### src/verilog/isa_pkg.sv
package isa_pkg;

  typedef enum logic [2:0] {
    ADD  = 3'd0,
    SUB  = 3'd1,
    AND  = 3'd2,
    XOR  = 3'd3,
    ADDI = 3'd4,
    MUL  = 3'd5
  } opcode_e;

  // Register 0 always reads zero
  typedef logic [3:0] reg_idx_t;

  // imm is sign-extended and used by ADDI only
  typedef struct packed {
    opcode_e     opcode;
    reg_idx_t    dest;
    reg_idx_t    src1;
    reg_idx_t    src2;
    logic [15:0] imm;
  } instr_t;

endpackage
### src/verilog/core_pkg.sv
package core_pkg;

  import isa_pkg::*;

  // Width of every value carried on the CDB
  localparam int CDB_XLEN = 32;

  typedef logic [2:0] rob_tag_t;

  typedef struct packed {
    logic                valid;
    rob_tag_t            tag;
    logic [CDB_XLEN-1:0] value;
  } cdb_t;

  typedef struct packed {
    logic                busy;
    opcode_e             opcode;
    rob_tag_t            dest_tag;
    logic [CDB_XLEN-1:0] op1;
    logic [CDB_XLEN-1:0] op2;
    logic                op1_ready;
    logic                op2_ready;
    rob_tag_t            op1_tag;
    rob_tag_t            op2_tag;
  } rs_entry_t;

  typedef struct packed {
    logic                valid;
    reg_idx_t            dest;
    logic [CDB_XLEN-1:0] value;
  } commit_t;

  typedef enum logic [1:0] {
    FREE    = 2'd0,
    PENDING = 2'd1,
    DONE    = 2'd2
  } rob_state_e;

  function automatic logic rs_ready(rs_entry_t e);
    return e.busy && e.op1_ready && e.op2_ready;
  endfunction

  // Operand capture from a CDB broadcast
  function automatic rs_entry_t rs_wakeup(rs_entry_t e, cdb_t c);
    rs_entry_t r;
    r = e;
    if (c.valid && e.busy && !e.op1_ready && e.op1_tag == c.tag) begin
      r.op1       = c.value;
      r.op1_ready = 1'b1;
    end
    if (c.valid && e.busy && !e.op2_ready && e.op2_tag == c.tag) begin
      r.op2       = c.value;
      r.op2_ready = 1'b1;
    end
    return r;
  endfunction

endpackage

### src/verilog/cdb_arbiter.sv
`timescale 1ns/100ps

module cdb_arbiter
  import core_pkg::*;
#(
  parameter int XLEN         = 32,
  parameter int ALU_ADDRESS  = 2,
  parameter int MULT_ADDRESS = 1
) (
  input  logic clk,
  input  logic reset,
  input  logic alu_req,
  input  logic mult_req,
  input  cdb_t alu_result,
  input  cdb_t mult_result,
  output logic alu_grant,
  output logic mult_grant,
  output cdb_t cdb
);

  // Lower address has priority
  localparam bit ALU_WINS = ALU_ADDRESS < MULT_ADDRESS;

  assign alu_grant  = alu_req && (!mult_req || ALU_WINS);
  assign mult_grant = mult_req && (!alu_req || !ALU_WINS);
  assign cdb = alu_grant ? alu_result : (mult_grant ? mult_result : '0);

  initial assert (XLEN == CDB_XLEN) else $fatal(1, "XLEN must match the CDB value width");

  a_grant_to_req: assert property (@(posedge clk) disable iff (reset)
    (alu_grant -> alu_req) && (mult_grant -> mult_req));
  a_grant_onehot: assert property (@(posedge clk) disable iff (reset)
    $onehot0({alu_grant, mult_grant}));
  // A loser must keep its request and result until served
  a_alu_hold: assert property (@(posedge clk) disable iff (reset)
    alu_req && !alu_grant |=> alu_req && $stable(alu_result));
  a_mult_hold: assert property (@(posedge clk) disable iff (reset)
    mult_req && !mult_grant |=> mult_req && $stable(mult_result));

endmodule

### config.mk
export PLATFORM = sky130hd
export DESIGN_NAME = cdb_arbiter
export DESIGN_NICKNAME = d
export VERILOG_FILES = /design/src/verilog/isa_pkg.sv /design/src/verilog/core_pkg.sv /design/src/verilog/cdb_arbiter.sv
export SDC_FILE = /design/constraint.sdc
export NUM_CORES = 1
export LEC_CHECK = 0
export BUFFER_PORTS_ARGS = -buffer_cell sky130_fd_sc_hd__buf_2
export CORE_AREA = 3 3 48 50
export DETAILED_ROUTE_END_ITERATION = 6
export DIE_AREA = 0 0 51 53
export PLACE_DENSITY = 0.79
export SLEW_MARGIN = 30
export SYNTH_ARGS = -nofsm -noshare
export SYNTH_HDL_FRONTEND = slang
export SYNTH_SLANG_ARGS = --single-unit
### constraint.sdc
create_clock -name vclk -period 0.9
set_clock_uncertainty 0.15 [all_clocks]
set_input_delay 0.045 -clock vclk [all_inputs]
set_output_delay 0.045 -clock vclk [all_outputs]
set_load 0.1 [all_outputs]
After elaboration in Yosys (flattened, before gate mapping)
Cells that the tools add are included.
Cells by class
  muxes and demuxes: 2
  reductions and logical operators: 2
Operators with widths (count)
  2-to-1 mux 36 bit: 2
  logical AND 1 bit: 1
  logical NOT 1 bit: 1
Word-level totals
  output and inout port bits: 38
  word-level logic and storage cells: 4
  flip-flop bits (word level): 0
  input port bits: 76

Depth between registers and ports, before layout
  word-level depth: 3
  mapped depth: 5
  gate-level depth less buffers: 2

Worst setup path before layout
No wires, ideal clock.
  path type: input -> output
  start: input port mult_req
  end: output port cdb[34] (netlist name)
  data arrival time: 1458 ps
  path buffers: 3
  data required time: 705 ps
  slack: -753 ps
  stages: 5
  cells stage by stage: buf_6 > nor2b_2 > buf_6 > buf_6 > a22o_1
RTL lines
  start: declaration: line cdb_arbiter.sv:13  | input logic mult_req,
  end: declaration: line cdb_arbiter.sv:18  | output cdb_t cdb

==> summary by stage <==
Placement
Prior to clock tree synthesis, the placed netlist has a worst setup slack of -201 ps. During placement, the flow inserted port buffers numbering 112. The final weighted congestion of routability-driven global placement is 0.700. The placed instances occupy a cell area of 1820 µm².

STA
The final count of negative-setup-slack endpoints is 37. After layout, the worst path uses 119% of the clock period. Headroom to the max-slew limit came out at 84.7%.

The peak clock frequency supported by timing is 0.932 GHz. The pin slew with the least headroom to its limit is 229 ps. Setup repair after global routing could not meet its margin everywhere. The final hold violation count came to 0.

The final-report max-slew violation count is 0. The minimum period implied by the final worst setup slack is 1070 ps. The final worst slack is -173 ps.

Finish
The cell area after layout is 1840 µm². The final layout contains a sequential cell count of 0. The layout cell share with drive strength beyond 1 is 100%. The area added between synthesis and finish is 360%.

At the end of the flow, the number of nets in the layout was 231. The number of fill cells in the layout is 50. The clock buffer count is 0.

The core utilization of the finished layout is 94.8%. The sequential cells in the finished layout cover a total of 0 µm². The repair_antennas step left the layout with diodes totalling 0.

Detailed routing
For this block, wires on met1 add up to 1160 µm. Dividing the detail-routed via count by the number of cells gives 5.30. The routed layout has 954 vias. The violation count after the first detailed-route iteration is 10. Dividing the detail-routed wire length by the instance count gives 20.8 µm. After detailed routing, the met2 layer carries 2020 µm of wire.

The highest signal layer in the routed design is met4. The count of antenna-violating nets left after detailed routing is 0. The first detailed-routing pass took 4 iterations. The number of DRC violations after detailed routing is 0. After detailed routing, the total wire length is 3740 µm.

The met3 wire length is 441 µm.

CTS
The post-CTS setup buffer count is 0. In this run, post-CTS hold repair placed 0 buffers.

Floorplanning
Row generation in the floorplan step produced 16 rows. The number of top-level pins is 114. Measured along the y axis, the die boundary spans 53 µm.

The die width is 51 µm. The area of the core is 1940 µm². The area of the die is 2700 µm². The initial core utilization is 20.6%.

Global route
The via count of the first global-routing pass is 1,052. The wire length of the first global-routing pass is 5420 µm. The number of antenna violations at the first check in global routing is 0. Global routing used 27.0% of the available tracks. Entering global routing, the biggest net connects 38 pins.

For this run the aggregate overflow at the end of global routing stands at 0.

Logic synthesis
The synthesized instance count is 46. After synthesis, the netlist uses 6 different library cells. The net count after synthesis is 122. The synthesized netlist occupies a cell area of 400 µm². The top cell type by total area after synthesis is sky130_fd_sc_hd__a22o_1.

The number of warnings issued by yosys is 0. Sorting the synthesized cells by area gives the leading types as sky130_fd_sc_hd__a22o_1 79%, sky130_fd_sc_hd__buf_6 14%, sky130_fd_sc_hd__nor2b_2 2.2%, sky130_fd_sc_hd__buf_4 1.9%, sky130_fd_sc_hd__clkbuf_1 1.9%. After synthesis, flip-flops and latches occupy 0% of the total area. After synthesis, the largest area contributor takes up 78.7% of total cell area. Each instance of the synthesized netlist takes up on average 8.70 µm².

Run status
The run finished, with violations left. The checks that failed: negative setup slack.

Setup path
Traced cell by cell, the critical path runs through buf_8, nor2b_4, buf_12, a22o_2, buf_12. The cell repeated most along the worst path is sky130_fd_sc_hd__buf_12. The largest single stage delay on the critical path is 190 ps. STA puts the critical path data arrival time at 880 ps.

The largest individual stage delay along the critical path comes from the cell sky130_fd_sc_hd__buf_12. The maximum fanout encountered on the critical timing path is 21. The kind of critical path is primary input to primary output. STA classifies the critical path endpoint as a primary output. STA classifies the critical path startpoint as a primary input. Data on the critical path is required at its endpoint by 700 ps.

Power and ir drop
Net switching is 60.4% of the power. The power density of the placed cells is 1140 nW/µm². The cell internal power dissipation is 0.000829 W.

The relative contribution of combinational cells to total power is 100.0%. The clock network fraction of design power is 0%. For this design the static power due to leakage is 0.934 nW. Across the VDD grid, the largest voltage drop is 0.893 mV. The total chip power is 0.00209 W.

The switching power is 0.00126 W. Per report_power, the sequential group accounts for 0% of the total.

Job
The number of maximum-capacitance violations is 0.

Min path
The min-delay analysis places its worst path in the category primary input to primary output.
==> synthesized netlist by cell type (all sizes together) <==
cell type and n:
a22o 36, buf 7, clkbuf 2, nor2b 1
==> path summary, 6_finish.rpt <==
check / cells past startpoint / slack [ps] / to / startpoint
worst max-delay path: 5 / -170 / cdb[0] / mult_req
worst min-delay path: 3 / 310 / cdb[11] / alu_result[11]
==> cell type report <==
cell class	count	area (µm²)	area share, %
Timing Repair Buffer	116	1210	66.0
Tap cell	27	33.8	1.84
Multi-Input combinational cell	37	592	32.2
==> per-layer routing <==
metal,vias to the layer above,GRT usage (%)
met2,81,53.2
met4,0,9.42
met5,-,0
li1,415,-
met1,446,26.8
met3,12,7.32
==> cell families after synthesis <==
kind of cell           count (synthesis)  synth area share (%)
and+or+nand+nor                        1                  2.19
buffers and inverters                  9                  19.1
AOI/OAI and AO/OA                     36                  78.7
==> through the flow <==
step	hold slack [ps]	cells	TNS, ps
2_1_floorplan	152	46	-5950
6_report	305	180	-4660
3_3_place_gp	304	180	-5010
5_1_grt	315	180	-5780
3_5_place_dp	307	180	-5640
4_1_cts	307	180	-4390
==> worst max-delay path: cells and delay by family <==
family | cells | cell delay (ps)
buf+inv | 3 | 470
compound gates | 1 | 180
simple gates | 1 | 160
==> cell usage in the layout, fill, tap and decap left out <==
| master | netlist | routed |
|---|---|---|
| sky130_fd_sc_hd__buf_2 | 1 | 72 |
| sky130_fd_sc_hd__buf_12 | 0 | 41 |
| sky130_fd_sc_hd__buf_8 | 0 | 1 |
| sky130_fd_sc_hd__a22o_2 | 0 | 7 |
| sky130_fd_sc_hd__a22o_4 | 0 | 29 |
| sky130_fd_sc_hd__buf_6 | 5 | 1 |
| sky130_fd_sc_hd__nor2b_4 | 0 | 1 |
| sky130_fd_sc_hd__buf_4 | 1 | 1 |
==> power by group through the flow <==
stage | clock (W) | combinational (W) | sequential [W]
2_1_floorplan | 0 | 0.00128 | 0
3_3_place_gp | 0 | 0.00205 | 0
3_5_place_dp | 0 | 0.00208 | 0
4_1_cts | 0 | 0.00210 | 0
5_1_grt | 0 | 0.00214 | 0
6_report | 0 | 0.00209 | 0
==> timing repair <==
action	in CTS	in global routing
pin swaps	0	0
hold endpoints to repair	0	0
gates resized for setup	4	0
endpoints found under the setup margin	37	37
No activity file was read; power rests on OpenSTA's default activity.
