### src/verilog/isa_pkg.sv
package isa_pkg;

  typedef enum logic [2:0] {
    ADD  = 3'd0,
    SUB  = 3'd1,
    AND  = 3'd2,
    XOR  = 3'd3,
    ADDI = 3'd4,
    MUL  = 3'd5
  } opcode_e;

  // Register 0 always reads zero
  typedef logic [3:0] reg_idx_t;

  // imm is sign-extended and used by ADDI only
  typedef struct packed {
    opcode_e     opcode;
    reg_idx_t    dest;
    reg_idx_t    src1;
    reg_idx_t    src2;
    logic [15:0] imm;
  } instr_t;

endpackage
### src/verilog/core_pkg.sv
package core_pkg;

  import isa_pkg::*;

  // Width of every value carried on the CDB
  localparam int CDB_XLEN = 32;

  typedef logic [2:0] rob_tag_t;

  typedef struct packed {
    logic                valid;
    rob_tag_t            tag;
    logic [CDB_XLEN-1:0] value;
  } cdb_t;

  typedef struct packed {
    logic                busy;
    opcode_e             opcode;
    rob_tag_t            dest_tag;
    logic [CDB_XLEN-1:0] op1;
    logic [CDB_XLEN-1:0] op2;
    logic                op1_ready;
    logic                op2_ready;
    rob_tag_t            op1_tag;
    rob_tag_t            op2_tag;
  } rs_entry_t;

  typedef struct packed {
    logic                valid;
    reg_idx_t            dest;
    logic [CDB_XLEN-1:0] value;
  } commit_t;

  typedef enum logic [1:0] {
    FREE    = 2'd0,
    PENDING = 2'd1,
    DONE    = 2'd2
  } rob_state_e;

  function automatic logic rs_ready(rs_entry_t e);
    return e.busy && e.op1_ready && e.op2_ready;
  endfunction

  // Operand capture from a CDB broadcast
  function automatic rs_entry_t rs_wakeup(rs_entry_t e, cdb_t c);
    rs_entry_t r;
    r = e;
    if (c.valid && e.busy && !e.op1_ready && e.op1_tag == c.tag) begin
      r.op1       = c.value;
      r.op1_ready = 1'b1;
    end
    if (c.valid && e.busy && !e.op2_ready && e.op2_tag == c.tag) begin
      r.op2       = c.value;
      r.op2_ready = 1'b1;
    end
    return r;
  endfunction

endpackage

### src/verilog/reorder_buffer.sv
`timescale 1ns/100ps

module reorder_buffer
  import isa_pkg::*;
  import core_pkg::*;
#(
  parameter int XLEN      = 32,
  parameter int ROB_DEPTH = 8
) (
  input  logic                 clk,
  input  logic                 reset,
  input  logic                 alloc,
  input  reg_idx_t             alloc_dest,
  output rob_tag_t             alloc_tag,
  output logic                 full,
  input  rob_tag_t [1:0]       query_tag,
  output logic [1:0]           query_done,
  output logic [1:0][XLEN-1:0] query_value,
  input  cdb_t                 cdb,
  output commit_t              commit,
  output rob_tag_t             commit_tag
);

  rob_state_e                     state[ROB_DEPTH];
  reg_idx_t                       dest[ROB_DEPTH];
  logic [XLEN-1:0]                value[ROB_DEPTH];
  rob_tag_t                       head;
  rob_tag_t                       tail;
  logic [$clog2(ROB_DEPTH+1)-1:0] count;
  logic                           retire;

  function automatic rob_tag_t bump(rob_tag_t p);
    return (p == rob_tag_t'(ROB_DEPTH - 1)) ? '0 : p + 1'b1;
  endfunction

  assign retire    = state[head] == DONE;
  assign full      = count == ROB_DEPTH;
  assign alloc_tag = tail;

  always_ff @(posedge clk) begin
    if (reset) begin
      head  <= '0;
      tail  <= '0;
      count <= '0;
      for (int i = 0; i < ROB_DEPTH; i++) begin
        state[i] <= FREE;
      end
    end else begin
      if (cdb.valid) begin
        state[cdb.tag] <= DONE;
      end
      if (retire) begin
        state[head] <= FREE;
        head        <= bump(head);
      end
      if (alloc) begin
        state[tail] <= PENDING;
        tail        <= bump(tail);
      end
      case ({alloc, retire})
        2'b10:   count <= count + 1'b1;
        2'b01:   count <= count - 1'b1;
        default: count <= count;
      endcase
    end
  end

  always_ff @(posedge clk) begin
    if (cdb.valid) begin
      value[cdb.tag] <= cdb.value;
    end
    if (alloc) begin
      dest[tail] <= alloc_dest;
    end
  end

  always_comb begin
    for (int i = 0; i < 2; i++) begin
      query_done[i]  = state[query_tag[i]] == DONE;
      query_value[i] = value[query_tag[i]];
    end
  end

  // Head retires in the same cycle it is seen DONE
  assign commit.valid = retire;
  assign commit.dest  = dest[head];
  assign commit.value = value[head];
  assign commit_tag   = head;

  a_alloc_not_full: assert property (@(posedge clk) disable iff (reset)
    alloc |-> !full);
  a_cdb_live_entry: assert property (@(posedge clk) disable iff (reset)
    cdb.valid |-> state[cdb.tag] != FREE);

endmodule

### config.mk
export PLATFORM = sky130hd
export DESIGN_NAME = reorder_buffer
export DESIGN_NICKNAME = d
export VERILOG_FILES = /design/src/verilog/isa_pkg.sv /design/src/verilog/core_pkg.sv /design/src/verilog/reorder_buffer.sv
export SDC_FILE = /design/constraint.sdc
export NUM_CORES = 1
export LEC_CHECK = 0
export ABC_AREA = 1
export BUFFER_PORTS_ARGS = -buffer_cell sky130_fd_sc_hd__buf_2
export CAP_MARGIN = 20
export CORE_AREA = 5 5 183 185
export CTS_CLUSTER_DIAMETER = 200
export DETAILED_ROUTE_END_ITERATION = 8
export DIE_AREA = 0 0 188 190
export PLACE_DENSITY_LB_ADDON = 0.08
export RECOVER_POWER = 50
export REMOVE_ABC_BUFFERS = 1
export SETUP_SLACK_MARGIN = 0.2
export SYNTH_ARGS = -nofsm -noshare
export SYNTH_HDL_FRONTEND = slang
export SYNTH_SLANG_ARGS = --single-unit
### constraint.sdc
create_clock -name clk -period 3.2 [get_ports clk]
set_input_delay 0.48 -clock clk [delete_from_list [all_inputs] [get_ports clk]]
set_output_delay 0.48 -clock clk [all_outputs]
set_load 0.02 [all_outputs]
Word level (Yosys, flattened, before mapping) --
Memories as Yosys holds them, arrays and structs flattened. A register that Yosys moved wholly into a read port is not among the register bits. Index checks and enable logic that the tools add are counted.
Cells by class: add/subtract/negate cells 4, eq/ne operators 8, mux-type cells 31, reductions and logical operators 4
Operators with widths (number):
- two-way mux 3 bit | 11
- two-way mux 1 bit | 16
- equality test 2 bit, second input constant | 4
- case mux 4 bit (2 select lines) | 1
- adder 3 x 1 -> 3 bit, second input constant | 2
- equality test 3 bit, second input constant | 2
- two-way mux 2 bit | 3
- OR reduction 2 bit | 3
- adder 4 x 1 -> 4 bit, second input constant | 1
- equality test 4 bit, second input constant | 1
- subtractor 4 x 1 -> 4 bit, second input constant | 1
- equality test 2 x 1 -> 1 bit, second input constant | 1
- nonzero test 2 bit | 1
Storage, ports and cells: flip-flop bits (word level) 10, bits in writable memories 304, input port bits 49, output and inout port bits 110, logic and storage cells 53, memories kept 3
Memories:
- value | depth 8, bits a word 32, read ports 3, clocked after Yosys merged registers in 1, write ports 1, RTL line reorder_buffer.sv:26 | logic [XLEN-1:0] value[ROB_DEPTH];
- dest | depth 8, bits a word 4, read ports 1, clocked after Yosys merged registers in 1, write ports 1, RTL line reorder_buffer.sv:25 | reg_idx_t dest[ROB_DEPTH];
- state | depth 8, bits a word 2, read ports 3, clocked after Yosys merged registers in 1, write ports 8, RTL line reorder_buffer.sv:24 | rob_state_e state[ROB_DEPTH];

Logic depth before layout (Yosys ltp) --
word-level depth 6, depth in mapped cells 17, depth with buffers taken out 17

Worst setup path before layout --
No wires, ideal clock.
path kind input-to-reg, from input port cdb[35] (netlist name), to memory value[0][0], enable pin, setup time 0.424 ns, data arrival time 2.091 ns, required time 2.776 ns, path slack 0.686 ns, cell stages on the path 4, path buffers 0, cells stage by stage inv_1 nor2_1 inv_1 nor2_1
Between the ends: word-level cells in the longest chain between the ends 2
Ends and longest elaborated chain:
- from (decl) | RTL line reorder_buffer.sv:19 | input cdb_t cdb,
- two-way mux 1 bit | RTL line reorder_buffer.sv:69 | if (cdb.valid) begin
- two-way mux 1 bit (implied by the code) | RTL line reorder_buffer.sv:70 | value[cdb.tag] <= cdb.value;
- to (decl) | RTL line reorder_buffer.sv:26
Every way passes these cells.

==> summary.txt <==
Final layout
  – Finished Layout Cells: 2455
  – Fin nets: 2074
  – Final core occ: 0.609
  – Layout overhead on the synthesized area: 13.8%
  – # diodes: 0
  – Most common cell after layout, fill and taps aside: o21ai_0
  – Highest-count cells in the layout ignoring fill and taps: o21ai_0 (382), edfxtp_1 (288), nand2_1 (263)
  – Share of layout cells above drive strength 1: 0.119

STA
  – Slew Viols, Final: 40
  – Setup ws final: 0.253 ns
  – Final setup violation count: 0
  – Skew final: 0.00964 ns
  – Final Hold Viols: 0
  – Min Tclk post-route: 2.95 ns
  – Part of the cycle the worst path needs: 0.921
  – Highest Clock Rate: 339 MHz
  – Setup TNS: 0 ns
  – Worst slew pin tran: 1.87 ns
  – Max-Slew Margin vs Limit: -0.249
  – RSZ-0062 raised after global routing: true

Yosys
  – Prevailing post-synth register cell: edfxtp_1
  – Asr flop ratio synth: 0
  – Largest family of logic cells by synthesized area: compound AO/OA/AOI/OAI gates
  – Post-Synthesis Cells: 1925
  – Number of synthesized register bits: 317
  – Post-synthesis sequential area ratio: 0.541
  – Warnings from Yosys: 0
  – Syn Area/Cell: 8.87 sq um
  – Post-synthesis xor/xnor area fraction: 0.00154
  – Post-synth EDFFs: 288
  – Synth Area in Simple Gates: 0.109
  – Adder-Cell Fraction of Synth Area: 0.00513
  – Syn Std Cell Area: 17100 sq um
  – Synth unique cells: 31
  – Leading area contributor after synthesis: edfxtp_1
  – Largest cells by area after synthesis: edfxtp_1 (51%), o21ai_0 (11%), a21oi_1 (6.1%)
  – Post-synth top area share: 0.507
  – Mux contribution to synthesized area: 0
  – Share of the synthesized area in compound gates (AO/OA/AOI/OAI): 0.265

Setup path
  – CP endpoint kind: output pin
  – CP Launch Type: flip-flop
  – Crit path DAT: 2.47 ns
  – Critical path peak fanout: 42
  – CP required: 2.72 ns
  – Crit Path Class: flip-flop to output pin

Detailed routing
  – DRT Wirelength: 53200 microns
  – Drt first pass iters: 7
  – 1st-iter DRT viols: 1819
  – Wire per inst: 21.7 microns
  – DR vias/cell: 6.29
  – DRC Markers: 0
  – Routed Antenna Nets: 0
  – Routed via count: 15.5k

Global routing
  – Grt total ovfl: 0
  – Initial antenna violation count: 3
  – Total GRT Usage: 0.286
  – Largest net degree at the start of global routing: 131
  – Global-route wire length before repair: 81700 microns
  – Vias in the first global route: 14.8k

Die
  – Core box area: 31900 sq um
  – I/O pin cnt: 159
  – Die area: 35700 sq um
  – Starting density of the core: 0.535
  – Die height: 190 microns
  – Die width: 188 microns
  – Num rows: 66

Run status
  – Status: finished with violations
  – Violated checks: capacitance limit, slew limit

Placement
  – Cells after DPL: 2385
  – Pre-CTS setup slack: 0.606 ns
  – Post-DP HPWL: 31500 microns
  – GPL Wtd Cong: 0.880
  – Port bufs: 158

Pwr
  – Power consumption: 13.2 mW
  – Lkg Pwr: 7.05 nW
  – Switching share of power: 0.361
  – Switching Power: 4.74 mW
  – Pwr Density: 677 nW/um^2
  – Clk pwr share: 0.317
  – Int Power: 8.41 mW
  – Maximum VDD drop: 669 uV
  – Logic pwr share: 0.311
  – Sequential share of power: 0.372

Clock network
  – Clk Latency, worst-skew pair: 0.53 ns
  – Total CTS buffers: 37
  – CTS Root Cell: clkbuf_16
  – Clk buf depth: 3
  – Clk slew on worst S/H paths: 0.06 ns
  – CTS tree: done
  – Clk sinks: 317
  – Hold-fix buffers at CTS: 0
  – H-tree lvl count: 2

Worst hold path
  – Worst hold-check path type: input port to flip-flop

Flow run
  – Max_cap viols: 3
## power groups by stage
| stage | sequential (mW) | combinational, mW | clock [mW] |
|---|---|---|---|
| floorplan | 5.12 | 2.25 | 0 |
| global placement | 4.96 | 3.91 | 0 |
| detailed placement | 4.97 | 3.96 | 0 |
| CTS | 4.88 | 3.98 | 4.21 |
| global route | 4.92 | 4.45 | 4.40 |
| finish | 4.89 | 4.09 | 4.17 |
## metal layers
metal  GRT usage  vias to the layer above  share of wire
met5           0                        -        0.00060
met4       0.112                        6          0.030
met3      0.0523                      144          0.094
met2       0.470                      898           0.47
met1       0.380                     7291           0.40
li1            -                     7115              -
## final timing paths
path / cells past startpoint / endpoint / from / slack (ns)
worst max-delay path: 6 / commit[17] / flip-flop / 0.25
worst min-delay path: 1 / value[3][1]$_DFFE_PP_ / cdb[1] / 0.30
worst max register to register: 12 / count[2]$_SDFFE_PP0P_ / flip-flop / 0.68
worst min register to register: 3 / count[3]$_SDFFE_PP0P_ / count[3]$_SDFFE_PP0P_ / 0.53
## metrics by stage
step	hold slack [ns]	area, sq um
finish	0.297	19400
global route	0.291	19400
CTS	0.200	19400
detailed placement	0.522	18200
global placement	0.521	18200
floorplan	0.499	16300
## registers in the layout (all words and copies together), names as in the netlist, named ones only
register and flops:
value 256, dest 32, state 16, count 4
alloc_tag 3, commit_tag 3
## cell type report
class                           instances  area, sq um
Clock inverter                         17          186
Inverter                              147          562
Multi-Input combinational cell       1304         6530
Sequential cell                       317         9240
Clock buffer                           51         1020
Fill cell                            2678        12400
Timing Repair Buffer                  211         1380
Tap cell                              408          510
## kinds of logic after synthesis
kind of cell	count (synthesis)
AOI/OAI and AO/OA	829
and+or+nand+nor	465
DFF	317
buffers and inverters	304
adders and majority gates	7
xor gates and xnor gates	3
## synth_stat cells (4+ instances only)
cell / number
a21oi_1: 207
buf_2: 59
nor3_1: 13
nand2_1: 263
buf_4: 13
buf_6: 9
inv_1: 139
edfxtp_1: 288
dfxtp_1: 29
o211ai_1: 99
o21ai_1: 37
o21ai_0: 382
o22ai_1: 8
inv_2: 4
ha_1: 7
a31oi_1: 96
nor2_1: 160
nand3_1: 11
nand4_1: 9
clkbuf_1: 75
## repair_timing
action / CTS / global route
setup buffers: 0 / 1
resized for setup: 2 / 8
gates cloned: 0 / 1
endpoints found under the setup margin: 3 / 24
## worst max-delay path, stage by stage (launching register included)
cell     delay [ns]
dfxtp_4        0.60
buf_8          0.35
o21ai_0        0.15
o21ai_1        0.14
a21oi_1        0.06
a31oi_1        0.37
buf_2          0.25
(Power assumes the default switching activity.)
