--- config.mk ---
export PLATFORM = sky130hd
export DESIGN_NAME = mult_combo
export DESIGN_NICKNAME = d
export VERILOG_FILES = /design/src/verilog/isa_pkg.sv /design/src/verilog/core_pkg.sv /design/src/verilog/mult_combo.sv
export SDC_FILE = /design/constraint.sdc
export NUM_CORES = 2
export LEC_CHECK = 0
export BUFFER_PORTS_ARGS = -buffer_cell sky130_fd_sc_hd__buf_4
export CORE_MARGIN = 8
export CORE_UTILIZATION = 35
export CTS_BUF_LIST = sky130_fd_sc_hd__clkbuf_16
export CTS_CLUSTER_SIZE = 12
export DETAILED_ROUTE_END_ITERATION = 7
export PLACE_DENSITY = 0.51
export RECOVER_POWER = 25
export SLEW_MARGIN = 20
export SYNTH_ARGS = -nofsm -noshare
export SYNTH_HDL_FRONTEND = slang
export SYNTH_SLANG_ARGS = --single-unit
--- constraint.sdc ---
create_clock -name clk -period 7 [get_ports clk]
set_input_delay 0.7 -clock clk [delete_from_list [all_inputs] [get_ports clk]]
set_output_delay 0.7 -clock clk [all_outputs]
set_load 0.02 [all_outputs]
--- src/verilog/isa_pkg.sv ---
package isa_pkg;

  typedef enum logic [2:0] {
    ADD  = 3'd0,
    SUB  = 3'd1,
    AND  = 3'd2,
    XOR  = 3'd3,
    ADDI = 3'd4,
    MUL  = 3'd5
  } opcode_e;

  // Register 0 always reads zero
  typedef logic [3:0] reg_idx_t;

  // imm is sign-extended and used by ADDI only
  typedef struct packed {
    opcode_e     opcode;
    reg_idx_t    dest;
    reg_idx_t    src1;
    reg_idx_t    src2;
    logic [15:0] imm;
  } instr_t;

endpackage
--- src/verilog/core_pkg.sv ---
package core_pkg;

  import isa_pkg::*;

  // Width of every value carried on the CDB
  localparam int CDB_XLEN = 32;

  typedef logic [2:0] rob_tag_t;

  typedef struct packed {
    logic                valid;
    rob_tag_t            tag;
    logic [CDB_XLEN-1:0] value;
  } cdb_t;

  typedef struct packed {
    logic                busy;
    opcode_e             opcode;
    rob_tag_t            dest_tag;
    logic [CDB_XLEN-1:0] op1;
    logic [CDB_XLEN-1:0] op2;
    logic                op1_ready;
    logic                op2_ready;
    rob_tag_t            op1_tag;
    rob_tag_t            op2_tag;
  } rs_entry_t;

  typedef struct packed {
    logic                valid;
    reg_idx_t            dest;
    logic [CDB_XLEN-1:0] value;
  } commit_t;

  typedef enum logic [1:0] {
    FREE    = 2'd0,
    PENDING = 2'd1,
    DONE    = 2'd2
  } rob_state_e;

  function automatic logic rs_ready(rs_entry_t e);
    return e.busy && e.op1_ready && e.op2_ready;
  endfunction

  // Operand capture from a CDB broadcast
  function automatic rs_entry_t rs_wakeup(rs_entry_t e, cdb_t c);
    rs_entry_t r;
    r = e;
    if (c.valid && e.busy && !e.op1_ready && e.op1_tag == c.tag) begin
      r.op1       = c.value;
      r.op1_ready = 1'b1;
    end
    if (c.valid && e.busy && !e.op2_ready && e.op2_tag == c.tag) begin
      r.op2       = c.value;
      r.op2_ready = 1'b1;
    end
    return r;
  endfunction

endpackage

--- src/verilog/mult_combo.sv ---
`timescale 1ns/100ps

module mult_combo
  import core_pkg::*;
#(
  parameter int XLEN            = 32,
  parameter int RS_DEPTH        = 4,
  parameter int ARBITER_ADDRESS = 1
) (
  input  logic      clk,
  input  logic      reset,
  input  logic      load,
  input  rs_entry_t entry,
  input  cdb_t      cdb,
  output logic      full,
  output logic      cdb_req,
  output cdb_t      result,
  input  logic      cdb_grant
);

  localparam int IDX_W = $clog2(RS_DEPTH);
  localparam int HALF  = XLEN / 2;
  typedef logic [IDX_W-1:0] idx_t;

  rs_entry_t           stations[RS_DEPTH];
  rs_entry_t           stations_n[RS_DEPTH];
  logic [RS_DEPTH-1:0] ready;
  idx_t                pick;
  logic                issue;
  logic                adv1, adv2, adv3;
  logic                s1_valid, s2_valid;
  rob_tag_t            s1_tag, s2_tag;
  logic [XLEN-1:0]     s1_a, s1_b, s2_lo;
  logic [HALF-1:0]     s2_hi;
  cdb_t                s3;

  always_comb begin
    pick = '0;
    for (int i = RS_DEPTH - 1; i >= 0; i--) begin
      ready[i] = rs_ready(stations[i]);
      if (ready[i]) pick = idx_t'(i);
    end
  end

  // Bubbles collapse and only a held last stage freezes everything
  assign adv3  = !s3.valid || cdb_grant;
  assign adv2  = !s2_valid || adv3;
  assign adv1  = !s1_valid || adv2;
  assign issue = adv1 && |ready;
  assign full  = stations[RS_DEPTH-1].busy;

  always_comb begin
    logic placed;
    placed = 1'b0;
    for (int i = 0; i < RS_DEPTH; i++) begin
      stations_n[i] = rs_wakeup(stations[i], cdb);
    end
    if (issue) begin
      for (int i = 0; i < RS_DEPTH - 1; i++) begin
        if (i >= pick) stations_n[i] = stations_n[i+1];
      end
      stations_n[RS_DEPTH-1].busy = 1'b0;
    end
    for (int i = 0; i < RS_DEPTH; i++) begin
      if (load && !placed && !stations_n[i].busy) begin
        stations_n[i] = entry;
        placed        = 1'b1;
      end
    end
  end

  always_ff @(posedge clk) begin
    for (int i = 0; i < RS_DEPTH; i++) begin
      stations[i] <= stations_n[i];
      if (reset) stations[i].busy <= 1'b0;
    end
  end

  // Low half of a*b is a_lo*b plus a_hi*b_lo shifted up while a_hi*b_hi drops out
  always_ff @(posedge clk) begin
    if (adv1) begin
      s1_valid <= issue;
      s1_tag   <= stations[pick].dest_tag;
      s1_a     <= stations[pick].op1;
      s1_b     <= stations[pick].op2;
    end
    if (adv2) begin
      s2_valid <= s1_valid;
      s2_tag   <= s1_tag;
      s2_lo    <= s1_a[HALF-1:0] * s1_b;
      s2_hi    <= s1_a[XLEN-1:HALF] * s1_b[HALF-1:0];
    end
    if (adv3) begin
      s3.valid <= s2_valid;
      s3.tag   <= s2_tag;
      s3.value <= s2_lo + {s2_hi, {HALF{1'b0}}};
    end
    if (reset) begin
      s1_valid <= 1'b0;
      s2_valid <= 1'b0;
      s3.valid <= 1'b0;
    end
  end

  assign cdb_req = s3.valid;
  assign result  = s3;

  initial assert (ARBITER_ADDRESS > 0) else $fatal(1, "MUL arbiter address must be nonzero");

endmodule

======== Word-level counts from Yosys, hierarchy flattened ========
Memory sizes are Yosys's and may differ from the RTL's. A register that Yosys moved wholly into a read port is not among the register bits.
Cells that the tools add are included.
storage, ports and cells
  bits in registers ....................... 89
  RAM bits ................................ 316
  input bits .............................. 119
  output and inout port bits .............. 38
  word-level logic and storage cells ...... 122
  memories ................................ 1
memories
  memory    words  width  read ports  clocked after Yosys merged registers in  write ports  RTL line          text
  stations  4      79     5           1                                        4            mult_combo.sv:25  rs_entry_t stations[RS_DEPTH];
operators by class
  add/sub/neg operators ................... 1
  $mul .................................... 2
  magnitude comparators ................... 3
  equality and inequality tests ........... 8
  mux-type cells .......................... 37
  bitwise logic cells ..................... 4
  reductions and logical operators ........ 58
operators by type and width
  kind                                                 number
  2-to-1 mux 79 bit                                    7
  2-to-1 mux 32 bit                                    8
  2-to-1 mux 238 bit                                   1
  logical AND 1 bit                                    36
  adder 32 bit                                         1
  multiplier 16 x 32 -> 32 bit                         1
  == test 3 bit                                        8
  zero test 1 bit                                      18
  2-to-1 mux 1 bit                                     17
  multiplier 16 x 16 -> 16 bit                         1
  2-to-1 mux 2 bit                                     4
  >= comparator 1 x 2 -> 1 bit (first input constant)  2
  bitwise OR 1 bit (first input constant)              4
  OR reduction 4 bit                                   1
  logical OR 1 bit                                     3
  >= comparator 2 bit (first input constant)           1

======== Depth between registers and ports, before layout ========
An unclocked memory read counts as a cell.
  depth after elaboration ................. 26
  depth in mapped cells ................... 24
  depth with buffers taken out ............ 22

======== Worst setup path after synthesis ========
Ideal clock, no wire load.
  path kind ............................... register -> register
  start ................................... reg s1_b[12], read port of stations
  end ..................................... reg s2_lo[23] (data pin)
  setup time .............................. 265 ps
  arrival ................................. 5628 ps
  data required time ...................... 6735 ps
  path slack .............................. 1106 ps
  stages on the path, launching flop included .. 20
  buffers on the path ..................... 2
  period minus slack after synthesis ...... 5894 ps
  cell sequence ........................... edfxtp_1 > clkbuf_1 > clkbuf_1 > nand2_1 > fa_1 > fa_1 > fa_1 > inv_1 > fa_1 > fa_1 > inv_1 > fa_1 > inv_1 > ha_1 > nand4_1 > o31ai_2 > a31oi_1 > a21oi_1 > nor3b_1 > or3_1
between the ends
  cells in the longest elaborated chain, start to end .. 1
ends and longest elaborated chain
  item                          RTL line          text
  start, declared               mult_combo.sv:33  logic [XLEN-1:0] s1_a, s1_b, s2_lo;
  multiplier 16 x 32 -> 32 bit  mult_combo.sv:90  s2_lo <= s1_a[HALF-1:0] * s1_b;
  end signal, assigned          mult_combo.sv:90
  end, declared                 mult_combo.sv:33
Every way passes these cells.
A chain may end at the register's enable or synchronous reset.

======== Worst setup path after layout ========
  start ................................... reg s1_b[14], read port of stations
  end ..................................... reg s2_lo[23] (data pin)
The elaborated chain is that of the path after synthesis.

==> flow_metrics.py <==
metrics = {
    "finish": {
        "drive_gt1_share_pct": 7.38,
        "multi_input_area_um2": 22400,
        "nFillCells": 10600,
        "regArea_um2": 11100,
        "nNetsFinal": 4718,
        "layout_common_cells": "nand2_1, inv_1, fa_1",
        "final_common_cell": "nand2_1",
        "area_growth_pct": 10.6,
    },
    "route": {
        "avgViaCountPerCell": 5.16,
        "ant_nets": 0,
        "num_vias": 28500,
        "drc": 0,
        "wl_um": 111000,
        "wl_per_cell_um": 20.2,
        "drtIter0Drc": 1954,
        "drt_first_pass_iters": 6,
    },
    "global_route": {
        "grt_usage_pct": 19.0,
        "grt_pass1_vias": 28900,
        "grt_max_degree": 99,
        "grt_pass1_wl_um": 174000,
        "antenna_found_initial": 8,
        "grt-ovfl-total": 0,
    },
    "setup_path": {
        "r2r_cells": 17,
        "crit_arrival_ns": 6.98,
        "startpoint_type": "flop",
        "r2r_start": "s1_b[14]",
        "endpoint": "s2_lo[23]",
        "crit_start": "s1_b[14]",
        "timing.rr.end": "s2_lo[23]",
        "required_ns": 7.36,
        "critPathCaptureType": "flop",
        "crit_fanout": 16,
        "critPathKind": "flop to flop",
        "rrSetupSlack_ns": 0.37,
    },
    "synthesis": {
        "syn_nets": 4737,
        "synth_cell_types": 61,
        "ys.flop_type": "dfxtp_1",
        "synth_edf_count": 189,
        "ys_async_sr_fraction_pct": 0,
        "yosys_warnings": 0,
        "syn_avg_cell_area_um2": 8.86,
        "syn_inst": 4104,
        "netlist_area_um2": 36400,
        "yosysSeqAreaShare_pct": 30.5,
        "ys_ff_latch": 460,
    },
    "sta": {
        "fin_crit_ns": 6.63,
        "fmax_ghz": 0.151,
        "fin_tns_setup_ns": 0,
        "skew_ns": 0.0397,
        "rsz0062_at_grt": "false",
        "slew_headroom_pct": -108,
        "final.period_utilization_pct": 94.7,
        "tightest_slew_ns": 3.12,
        "hold_ws_ns": 0.282,
        "slew_violations": 88,
        "setup_viol": 0,
        "hold_viol_final": 0,
    },
    "place": {
        "place_congestion": 0.836,
        "place_hpwl_um": 76100,
        "portBuffers": 153,
    },
    "min_path": {
        "worstHoldPathType": "primary input to flop",
        "hold_start": "reset",
        "hold_depth": 2,
    },
    "clock_tree": {
        "clockBufferDepth": 3,
        "hold_buffers": 0,
        "cts_max_level": 2,
        "cts.sinks": 460,
        "ctsResizeCount": 0,
        "cts_root_buf": "clkbuf_16",
        "post_cts_buffers": 0,
        "clock_latency_ns": 0.65,
        "cts_tree": "built",
        "cts_buffers": 54,
        "cts.clk_slew.worst_paths_ns": 0.06,
    },
    "die": {
        "die-area_um2": 115000,
        "die_w_um": 338,
        "io_pins": 157,
        "die_y_um": 338,
        "initial_core_util_pct": 35.2,
        "fp.coreArea_um2": 103000,
        "num_rows": 118,
    },
    "outcome": {
        "status": "finished with violations",
        "violations": "max-capacitance violations, max-slew violations",
    },
    "job": {
        "max_cap_violations": 2,
    },
}
## Yosys cell counts, types with 36 or more instances
master / count / area share (%)
a211oi_1: 70 / 1.4
a21oi_1: 122 / 1.7
a22oi_1: 64 / 1.3
a31oi_1: 133 / 2.3
and2_1: 194 / 3.3
and3_1: 73 / 1.3
buf_2: 50 / 0.69
clkbuf_1: 223 / 2.3
dfxtp_1: 271 / 15
edfxtp_1: 189 / 16
fa_1: 385 / 21
ha_1: 129 / 4.4
inv_1: 463 / 4.8
mux2i_1: 66 / 1.8
nand2_1: 773 / 8.0
nand3_1: 36 / 0.50
nor2_1: 297 / 3.1
o21ai_0: 41 / 0.56
o22ai_1: 130 / 2.2
o31ai_1: 118 / 2.4
xnor2_1: 93 / 2.2
xor2_1: 38 / 0.91
## layout make-up
cell class,count,share of cell area [%]
Clock buffer,55,3.42
Antenna cell,4,0.0249
Tap cell,1380,4.29
Clock inverter,46,0.765
Timing Repair Buffer,229,3.87
Sequential cell,460,27.6
Multi-Input combinational cell,2876,55.7
Inverter,464,4.33
## critical path, stage by stage, from the launching register on
cell and delay, ns:
edfxtp_1 0.90, nand2_1 0.18, fa_1 0.55, fa_1 0.53, fa_1 0.52, inv_1 0.08
fa_1 0.50, fa_1 0.49, inv_1 0.05, fa_1 0.48, inv_1 0.04, ha_1 0.33
nand4_1 0.17, o31ai_2 0.61, a31oi_1 0.27, a21oi_1 0.22, nor3b_1 0.07, or3_1 0.37
## through the flow
| stage | worst slack (ns) | util [%] | instances | area, um^2 |
|---|---|---|---|---|
| detailed placement | 0.431 | 37.5 | 5409 | 38700 |
| finish | 0.372 | 38.9 | 5514 | 40200 |
| floorplan | 1.11 | - | 4104 | 36400 |
| global route | 0.101 | 38.9 | 5512 | 40200 |
| CTS | 0.382 | 39.1 | 5510 | 40400 |
| global placement | 0.451 | 37.5 | 5409 | 38700 |
## how the worst min path moves through the flow
stage	endpoint
after detailed placement	result[5]
after global placement	s2_tag[0]
final	stations[2][78]
after CTS	stations[3][0]
after global routing	stations[1][15]
after floorplan	result[0]
## sequential cells by signal, summed over array words and instances, names as in the netlist
name / cells
stations: 304
result: 35
s1_a: 32
s1_b: 32
s2_lo: 32
s2_hi: 16
s1_tag: 3
s2_tag: 3
cdb_req: 1
s1_valid: 1
s2_valid: 1
## cell families after synthesis
group / count (synthesis) / share of synthesized area, %
and+or+nand+nor: 1426 / 17.2
muxes: 69 / 1.91
adders and majority gates: 514 / 25.6
buffers and inverters: 768 / 8.20
xor gates and xnor gates: 131 / 3.15
DFF: 460 / 30.5
AOI/OAI and AO/OA: 736 / 13.4
## per-layer routing
layer  track usage [%]  up-vias  routed length (um)  share of wire [%]
met1              25.9    14000               50900                 46
met4              4.63        6                2290                2.1
li1                  -    13500                   -                  -
met3              2.72      140                6130                5.5
met2              31.8      797               51900                 47
met5                 0        -                  37              0.033
Power is left out: the tool's default activity adds up to more than one toggle a clock period on the data nets, which glitch-free logic cannot reach.
