### src/verilog/isa_pkg.sv
package isa_pkg;

  typedef enum logic [2:0] {
    ADD  = 3'd0,
    SUB  = 3'd1,
    AND  = 3'd2,
    XOR  = 3'd3,
    ADDI = 3'd4,
    MUL  = 3'd5
  } opcode_e;

  // Register 0 always reads zero
  typedef logic [3:0] reg_idx_t;

  // imm is sign-extended and used by ADDI only
  typedef struct packed {
    opcode_e     opcode;
    reg_idx_t    dest;
    reg_idx_t    src1;
    reg_idx_t    src2;
    logic [15:0] imm;
  } instr_t;

endpackage
### src/verilog/core_pkg.sv
package core_pkg;

  import isa_pkg::*;

  // Width of every value carried on the CDB
  localparam int CDB_XLEN = 32;

  typedef logic [2:0] rob_tag_t;

  typedef struct packed {
    logic                valid;
    rob_tag_t            tag;
    logic [CDB_XLEN-1:0] value;
  } cdb_t;

  typedef struct packed {
    logic                busy;
    opcode_e             opcode;
    rob_tag_t            dest_tag;
    logic [CDB_XLEN-1:0] op1;
    logic [CDB_XLEN-1:0] op2;
    logic                op1_ready;
    logic                op2_ready;
    rob_tag_t            op1_tag;
    rob_tag_t            op2_tag;
  } rs_entry_t;

  typedef struct packed {
    logic                valid;
    reg_idx_t            dest;
    logic [CDB_XLEN-1:0] value;
  } commit_t;

  typedef enum logic [1:0] {
    FREE    = 2'd0,
    PENDING = 2'd1,
    DONE    = 2'd2
  } rob_state_e;

  function automatic logic rs_ready(rs_entry_t e);
    return e.busy && e.op1_ready && e.op2_ready;
  endfunction

  // Operand capture from a CDB broadcast
  function automatic rs_entry_t rs_wakeup(rs_entry_t e, cdb_t c);
    rs_entry_t r;
    r = e;
    if (c.valid && e.busy && !e.op1_ready && e.op1_tag == c.tag) begin
      r.op1       = c.value;
      r.op1_ready = 1'b1;
    end
    if (c.valid && e.busy && !e.op2_ready && e.op2_tag == c.tag) begin
      r.op2       = c.value;
      r.op2_ready = 1'b1;
    end
    return r;
  endfunction

endpackage

### src/verilog/alu_combo.sv
`timescale 1ns/100ps

module alu_combo
  import isa_pkg::*;
  import core_pkg::*;
#(
  parameter int XLEN            = 32,
  parameter int RS_DEPTH        = 4,
  parameter int ARBITER_ADDRESS = 2
) (
  input  logic      clk,
  input  logic      reset,
  input  logic      load,
  input  rs_entry_t entry,
  input  cdb_t      cdb,
  output logic      full,
  output logic      cdb_req,
  output cdb_t      result,
  input  logic      cdb_grant
);

  localparam int IDX_W = $clog2(RS_DEPTH);
  typedef logic [IDX_W-1:0] idx_t;

  rs_entry_t         stations[RS_DEPTH];
  rs_entry_t         stations_n[RS_DEPTH];
  rs_entry_t         src;
  cdb_t              out_q;
  logic [RS_DEPTH-1:0] ready;
  idx_t              pick;
  logic              out_free;
  logic              issue_rs;
  logic              take_new;

  function automatic logic [XLEN-1:0] alu_exec(rs_entry_t e);
    case (e.opcode)
      SUB:     return e.op1 - e.op2;
      AND:     return e.op1 & e.op2;
      XOR:     return e.op1 ^ e.op2;
      default: return e.op1 + e.op2;
    endcase
  endfunction

  // Stations stay packed toward index 0 so the lowest ready index is the oldest
  always_comb begin
    pick = '0;
    for (int i = RS_DEPTH - 1; i >= 0; i--) begin
      ready[i] = rs_ready(stations[i]);
      if (ready[i]) pick = idx_t'(i);
    end
  end

  assign out_free = !out_q.valid || cdb_grant;
  assign issue_rs = out_free && |ready;
  // A ready instruction with nothing older waiting goes straight to the output
  assign take_new = load && rs_ready(entry) && !(|ready) && out_free;
  assign src      = issue_rs ? stations[pick] : entry;
  assign full     = stations[RS_DEPTH-1].busy;

  always_comb begin
    logic placed;
    placed = 1'b0;
    for (int i = 0; i < RS_DEPTH; i++) begin
      stations_n[i] = rs_wakeup(stations[i], cdb);
    end
    if (issue_rs) begin
      for (int i = 0; i < RS_DEPTH - 1; i++) begin
        if (i >= pick) stations_n[i] = stations_n[i+1];
      end
      stations_n[RS_DEPTH-1].busy = 1'b0;
    end
    for (int i = 0; i < RS_DEPTH; i++) begin
      if (load && !take_new && !placed && !stations_n[i].busy) begin
        stations_n[i] = entry;
        placed        = 1'b1;
      end
    end
  end

  always_ff @(posedge clk) begin
    for (int i = 0; i < RS_DEPTH; i++) begin
      stations[i] <= stations_n[i];
      if (reset) stations[i].busy <= 1'b0;
    end
  end

  // Result held here until the arbiter grants the bus
  always_ff @(posedge clk) begin
    if (out_free) begin
      out_q.valid <= issue_rs || take_new;
      out_q.tag   <= src.dest_tag;
      out_q.value <= alu_exec(src);
    end
    if (reset) out_q.valid <= 1'b0;
  end

  assign cdb_req = out_q.valid;
  assign result  = out_q;

  initial assert (ARBITER_ADDRESS > 0) else $fatal(1, "ALU arbiter address must be nonzero");

endmodule

### config.mk
export PLATFORM = sky130hd
export DESIGN_NAME = alu_combo
export DESIGN_NICKNAME = d
export VERILOG_FILES = /design/src/verilog/isa_pkg.sv /design/src/verilog/core_pkg.sv /design/src/verilog/alu_combo.sv
export SDC_FILE = /design/constraint.sdc
export NUM_CORES = 1
export LEC_CHECK = 0
export BUFFER_PORTS_ARGS = -buffer_cell sky130_fd_sc_hd__clkbuf_2
export CAP_MARGIN = 10
export CORE_UTILIZATION = 33
export DETAILED_ROUTE_END_ITERATION = 16
export GPL_ROUTABILITY_DRIVEN = 0
export PLACE_DENSITY = 0.46
export REMOVE_ABC_BUFFERS = 1
export SYNTH_ARGS = -nofsm -noshare
export SYNTH_HDL_FRONTEND = slang
export SYNTH_SLANG_ARGS = --single-unit
### constraint.sdc
create_clock -name clk -period 7.35 [get_ports clk]
set_input_delay 0.3675 -clock clk [delete_from_list [all_inputs] [get_ports clk]]
set_output_delay 0.3675 -clock clk [all_outputs]
set_load 0.05 [all_outputs]
### Word level (Yosys, flattened, before mapping)

Memories as Yosys holds them, arrays and structs flattened.
Index checks and enable logic that the tools add are counted.

* add/sub/neg operators: 2
* order comparisons: 3
* equality and inequality tests: 11
* muxes and demuxes: 39
* bitwise gates (word level): 6
* reductions and logical operators: 63

Operators with widths (number)
* $mux W79: 7
* $mux W32: 8
* $mux W238: 1
* $pmux W32 S3: 1
* $mux W78: 1
* $logic_and A1 B1 Y1: 42
* $add A32 B32 Y32: 1
* $and A32 B32 Y32: 1
* $sub A32 B32 Y32: 1
* $xor A32 B32 Y32: 1
* $eq A3 B3 Y1: 8
* $logic_not A1 Y1: 18
* $mux W1: 17
* $mux W2: 4
* $eq A3 B2 Y1 const B: 2
* $ge A1 B2 Y1 const A: 2
* $or A1 B1 Y1 const A: 4
* $reduce_or A4 Y1: 1
* $eq A3 B1 Y1 const B: 1
* $ge A2 B2 Y1 const A: 1
* $logic_or A1 B1 Y1: 2

* register bits after elaboration: 36
* bits in writable memories: 316
* output and inout bits: 38
* memories: 1

Memory list
* stations: depth 4, width 79, read ports 5, clocked after Yosys merged registers in 0, write ports 4, RTL line alu_combo.sv:25 `rs_entry_t stations[RS_DEPTH];`

### Longest topological paths before layout

An unclocked memory read counts as a cell.

* word-level depth: 26
* gate-level depth with buffers: 24

### Least setup slack after synthesis

Ideal clock, no wire load.

* kind: reg-to-reg
* from: register out_q, in the netlist cdb_req
* to: register out_q, in the netlist result[31] (data pin)
* library setup time: 0.270 ns
* arrival: 5.947 ns
* data required time: 7.080 ns
* path slack: 1.133 ns
* cell stages (with the launch flop): 23
* buffers on the path: 4
* period minus slack after synthesis: 6.217 ns
* cell sequence: dfxtp_1 nor2b_1 buf_2 clkinv_1 o41ai_4 clkbuf_1 clkbuf_1 o21ai_0 nor3_1 clkbuf_1 nor2_1 xnor2_1 ha_1 o21a_1 o21ai_0 a2bb2oi_1 o31a_1 a21o_1 a221oi_1 nand2_1 a41oi_1 xnor2_1 a21oi_1

* longest elaborated chain between the ends: 6
* elaborated cells on any way between the ends: 12
* those cells by class: add/sub: 2; eq/ne: 3; mux: 2; bitwise: 2; reduce/logical: 3

RTL lines
* from (decl): RTL line alu_combo.sv:28 `cdb_t out_q;`
* $logic_not A1 Y1 *: RTL line alu_combo.sv:53 `assign out_free = !out_q.valid || cdb_grant;`
* $logic_or A1 B1 Y1 *: RTL line alu_combo.sv:53
* named net out_free: RTL line alu_combo.sv:31 `logic out_free;`
* $logic_and A1 B1 Y1 *: RTL line alu_combo.sv:54 `assign issue_rs = out_free && |ready;`
* $mux W78 *: RTL line alu_combo.sv:57 `assign src = issue_rs ? stations[pick] : entry;`
* $add A32 B32 Y32, or another cell as far along: RTL line alu_combo.sv:40 `default: return e.op1 + e.op2;`
* $pmux W32 S3 *: RTL line alu_combo.sv:36 `case (e.opcode)`

The timed path passes the listed nets; every way through them passes the cells marked *.
A chain may end at the register's enable or synchronous reset.

==> impl_metrics.ini <==
[floorplanning]
fp.coreArea_um2 = 64300
die-area_um2 = 66000
num_rows = 93
initial_core_util_pct = 33.3
die_width_um = 257
height_of_the_chip_um = 257
top_level_ports = 157

[clock_tree]
cts_num_sinks = 352
cts.path.max_buffers = 3
clock_tree.root_cell = sky130_fd_sc_hd__clkbuf_16
clk_transition_reported_paths_ns = 0.06
clock_latency_ns = 0.60
h_tree_lvl_count = 2
cts.repair_timing.setup_buffer_count = 0
postCtsResizedCells = 0
cts-buffers-inserted = 44
tritoncts = done

[detailed_routing]
final_antenna_net_count = 0
dr.pass1.iters = 6
avgViaCountPerCell = 5.82
routed_wl_um = 92000
dr.first_iter.drc_count = 2101
wl_per_cell_um = 25.1
via_count = 21294
drcViolationCount = 0

[global_route]
first_pass_grt_wire_length_um = 136000
number_of_global_route_vias_before_repair = 20527
grt_util_all_layers_pct = 27.1
number_of_antenna_violations_at_the_first_check_in_global_routing = 3
globalRouteOverflowTotal = 0
grt_max_degree = 81

[timing]
min_period_over_period_pct = 92.7
fin_setup_tns_ns = 0
timing.fmax_mhz = 147
timing.final.setup_violations = 0
tightest_slew_ns = 1.13
timing.slew.headroom_pct = 23.8
timing_max_transition_violations_final = 0
hold_violations = 0
min_period_ns = 6.81
fin_skew_ns = 0.0226
rsz0062_at_grt = false

[synth]
yosys_register_bits = 352
ys.flop_type = sky130_fd_sc_hd__dfxtp_1
avgSynthCellArea_um2 = 7.82
yosysWarningCount = 0
postSynthCellCount = 2743
synthArstFlopShare_pct = 0
syn-cell-area_um2 = 21400
netlist.area_leader.share_pct = 25.1
synth.top_cells.by_count = 527 x sky130_fd_sc_hd__nand2_1, 269 x sky130_fd_sc_hd__dfxtp_1, 254 x sky130_fd_sc_hd__o21ai_0
synthMostInstantiatedCell = sky130_fd_sc_hd__nand2_1
count_of_flip_flops_with_a_built_in_enable_after_synthesis = 83
share_of_the_yosys_chip_area_belonging_to_registers_pct = 36.7
synth_top_cells_by_area = sky130_fd_sc_hd__dfxtp_1 25%, sky130_fd_sc_hd__edfxtp_1 12%, sky130_fd_sc_hd__nand2_1 9.2%
ys_types = 75
synth_top_area_cell = sky130_fd_sc_hd__dfxtp_1

[finish]
drive_above_1_share_pct = 11.6
flow.area_growth_from_synthesis_pct = 13.7
fin_nets = 2949
multi_input_gate_area_um2 = 12600
number_of_fill_cells = 6598
ff_latch_area_um2 = 7880
design_area_um2 = 24400

[power_and_ir_drop]
ir_drop_v = 0.000175
static_leakage_nw = 9.48
power-per-cell-area_nw_per_um2 = 267

[setup_path]
cp_data_arrival_time_ns = 7.10
worstPathRequired_ns = 7.64
worst-path-max-fanout = 33
critical_path_startpoint_category = flip-flop
logic_depth_of_the_worst_register_to_register_path = 19
endpoint_kind = flip-flop
path_class = reg2reg

[worst_hold_path]
worst_hold_path_type = in2reg
worstHoldPathCells = 1

[placement]
dpl-instance-area_um2 = 22900
io_buffer_count = 156
hpwlAfterDp_um = 61400

[status]
run_status = completed

[job]
cap_violations = 0
[final cells by class]
class                   instances  share of cell area (%)
clock inverters                19                   0.595
repair buffers                221                    5.31
multi-input cells            2108                    51.8
flip-flops and latches        352                    32.3
well taps                     855                    4.39
diodes                          2                  0.0205
inverters                      38                   0.585
clock buffers                  62                    5.04
[placed cells by master (no fill, tap or decap), drive strengths merged, types with 72 or more instances in the layout]
| master | netlist | layout |
|---|---|---|
| a31oi | 87 | 87 |
| mux2i | 119 | 119 |
| edfxtp | 83 | 83 |
| dfxtp | 269 | 269 |
| o31ai | 72 | 72 |
| nand2 | 527 | 527 |
| o21ai | 259 | 259 |
| a21oi | 165 | 165 |
| clkbuf | 186 | 218 |
| nor2 | 236 | 236 |
[kinds of logic (layout without fill, tap and decap cells)]
| kind of cell | after synthesis | in the layout | synth area share, % |
|---|---|---|---|
| AND/OR/NAND/NOR | 932 | 932 | 18.2 |
| AO/OA/AOI/OAI | 911 | 911 | 27.3 |
| flip-flops | 352 | 352 | 36.7 |
| buffers and inverters | 283 | 340 | 5.07 |
| multiplexers | 119 | 119 | 5.55 |
| XOR/XNOR | 81 | 81 | 3.31 |
| adder cells (fa/ha/maj) | 65 | 65 | 3.83 |
| other | 0 | 2 | 0 |
[metrics by stage]
| step | std cells | hold slack [ns] | util, % | worst slack, ns | power, W |
|---|---|---|---|---|---|
| 2_1_floorplan | 2498 | 0.437 | - | -1.24 | 0.00380 |
| 3_3_place_gp | 3568 | 0.526 | 35.7 | 0.866 | 0.00434 |
| 3_5_place_dp | 3568 | 0.544 | 35.7 | 0.691 | 0.00437 |
| 4_1_cts | 3655 | 0.00540 | 37.9 | 0.672 | 0.00654 |
| 5_1_grt | 3656 | 0.0328 | 37.9 | 0.0632 | 0.00681 |
| 6_report | 3657 | 0.0373 | 37.9 | 0.538 | 0.00652 |
[path summary, 6_finish.rpt]
kind | start | end | slack (ns)
worst max-delay path | stations[0][78] | result[31] | 0.54
worst min-delay path | entry[72] | stations[3][72] | 0.04
worst max register to register | stations[0][78] | result[31] | 0.54
worst min register to register | stations[1][44] | stations[0][44] | 0.55
[worst max-delay path: stages, from the launching register on]
cell and delay (ns):
sky130_fd_sc_hd__dfxtp_1 0.49, sky130_fd_sc_hd__and3_1 0.31, sky130_fd_sc_hd__buf_4 0.26, sky130_fd_sc_hd__nor3_2 0.81, sky130_fd_sc_hd__nand2_1 0.50, sky130_fd_sc_hd__o221a_2 0.46
sky130_fd_sc_hd__or3_1 0.69, sky130_fd_sc_hd__o21a_1 0.23, sky130_fd_sc_hd__xnor2_1 0.13, sky130_fd_sc_hd__ha_1 0.36, sky130_fd_sc_hd__o21a_1 0.14, sky130_fd_sc_hd__o21ai_0 0.30
sky130_fd_sc_hd__a2bb2oi_1 0.19, sky130_fd_sc_hd__o31a_1 0.37, sky130_fd_sc_hd__a21o_1 0.22, sky130_fd_sc_hd__a221oi_1 0.36, sky130_fd_sc_hd__nand2_1 0.15, sky130_fd_sc_hd__a41oi_1 0.28
sky130_fd_sc_hd__xnor2_1 0.15, sky130_fd_sc_hd__a21oi_1 0.09
[routing by layer]
layer	GRT usage, %	up-vias	wire length [um]
li1	-	9959	-
met1	36.4	10267	40800
met2	44.0	888	42000
met3	3.37	176	5680
met4	10.7	4	3510
met5	0	-	25
[flip-flops by register name, indices dropped and copies added (netlist names)]
register,flops
stations,316
cdb_req,1
result,35
[repair_timing]
item / 4_1_cts / 5_1_grt
hold buffers: 6 / 0
endpoints found under the setup margin: 0 / 0
endpoints found under the hold margin: 6 / 0
[power by group]
| group | leakage, nW | switching, W | internal [W] |
|---|---|---|---|
| clock | 0.681 | 0.000921 | 0.00123 |
| sequential | 3.05 | 0.000268 | 0.00236 |
| combinational | 5.74 | 0.00109 | 0.000637 |
| total | 9.48 | 0.00228 | 0.00424 |
(Power assumes the default switching activity.)
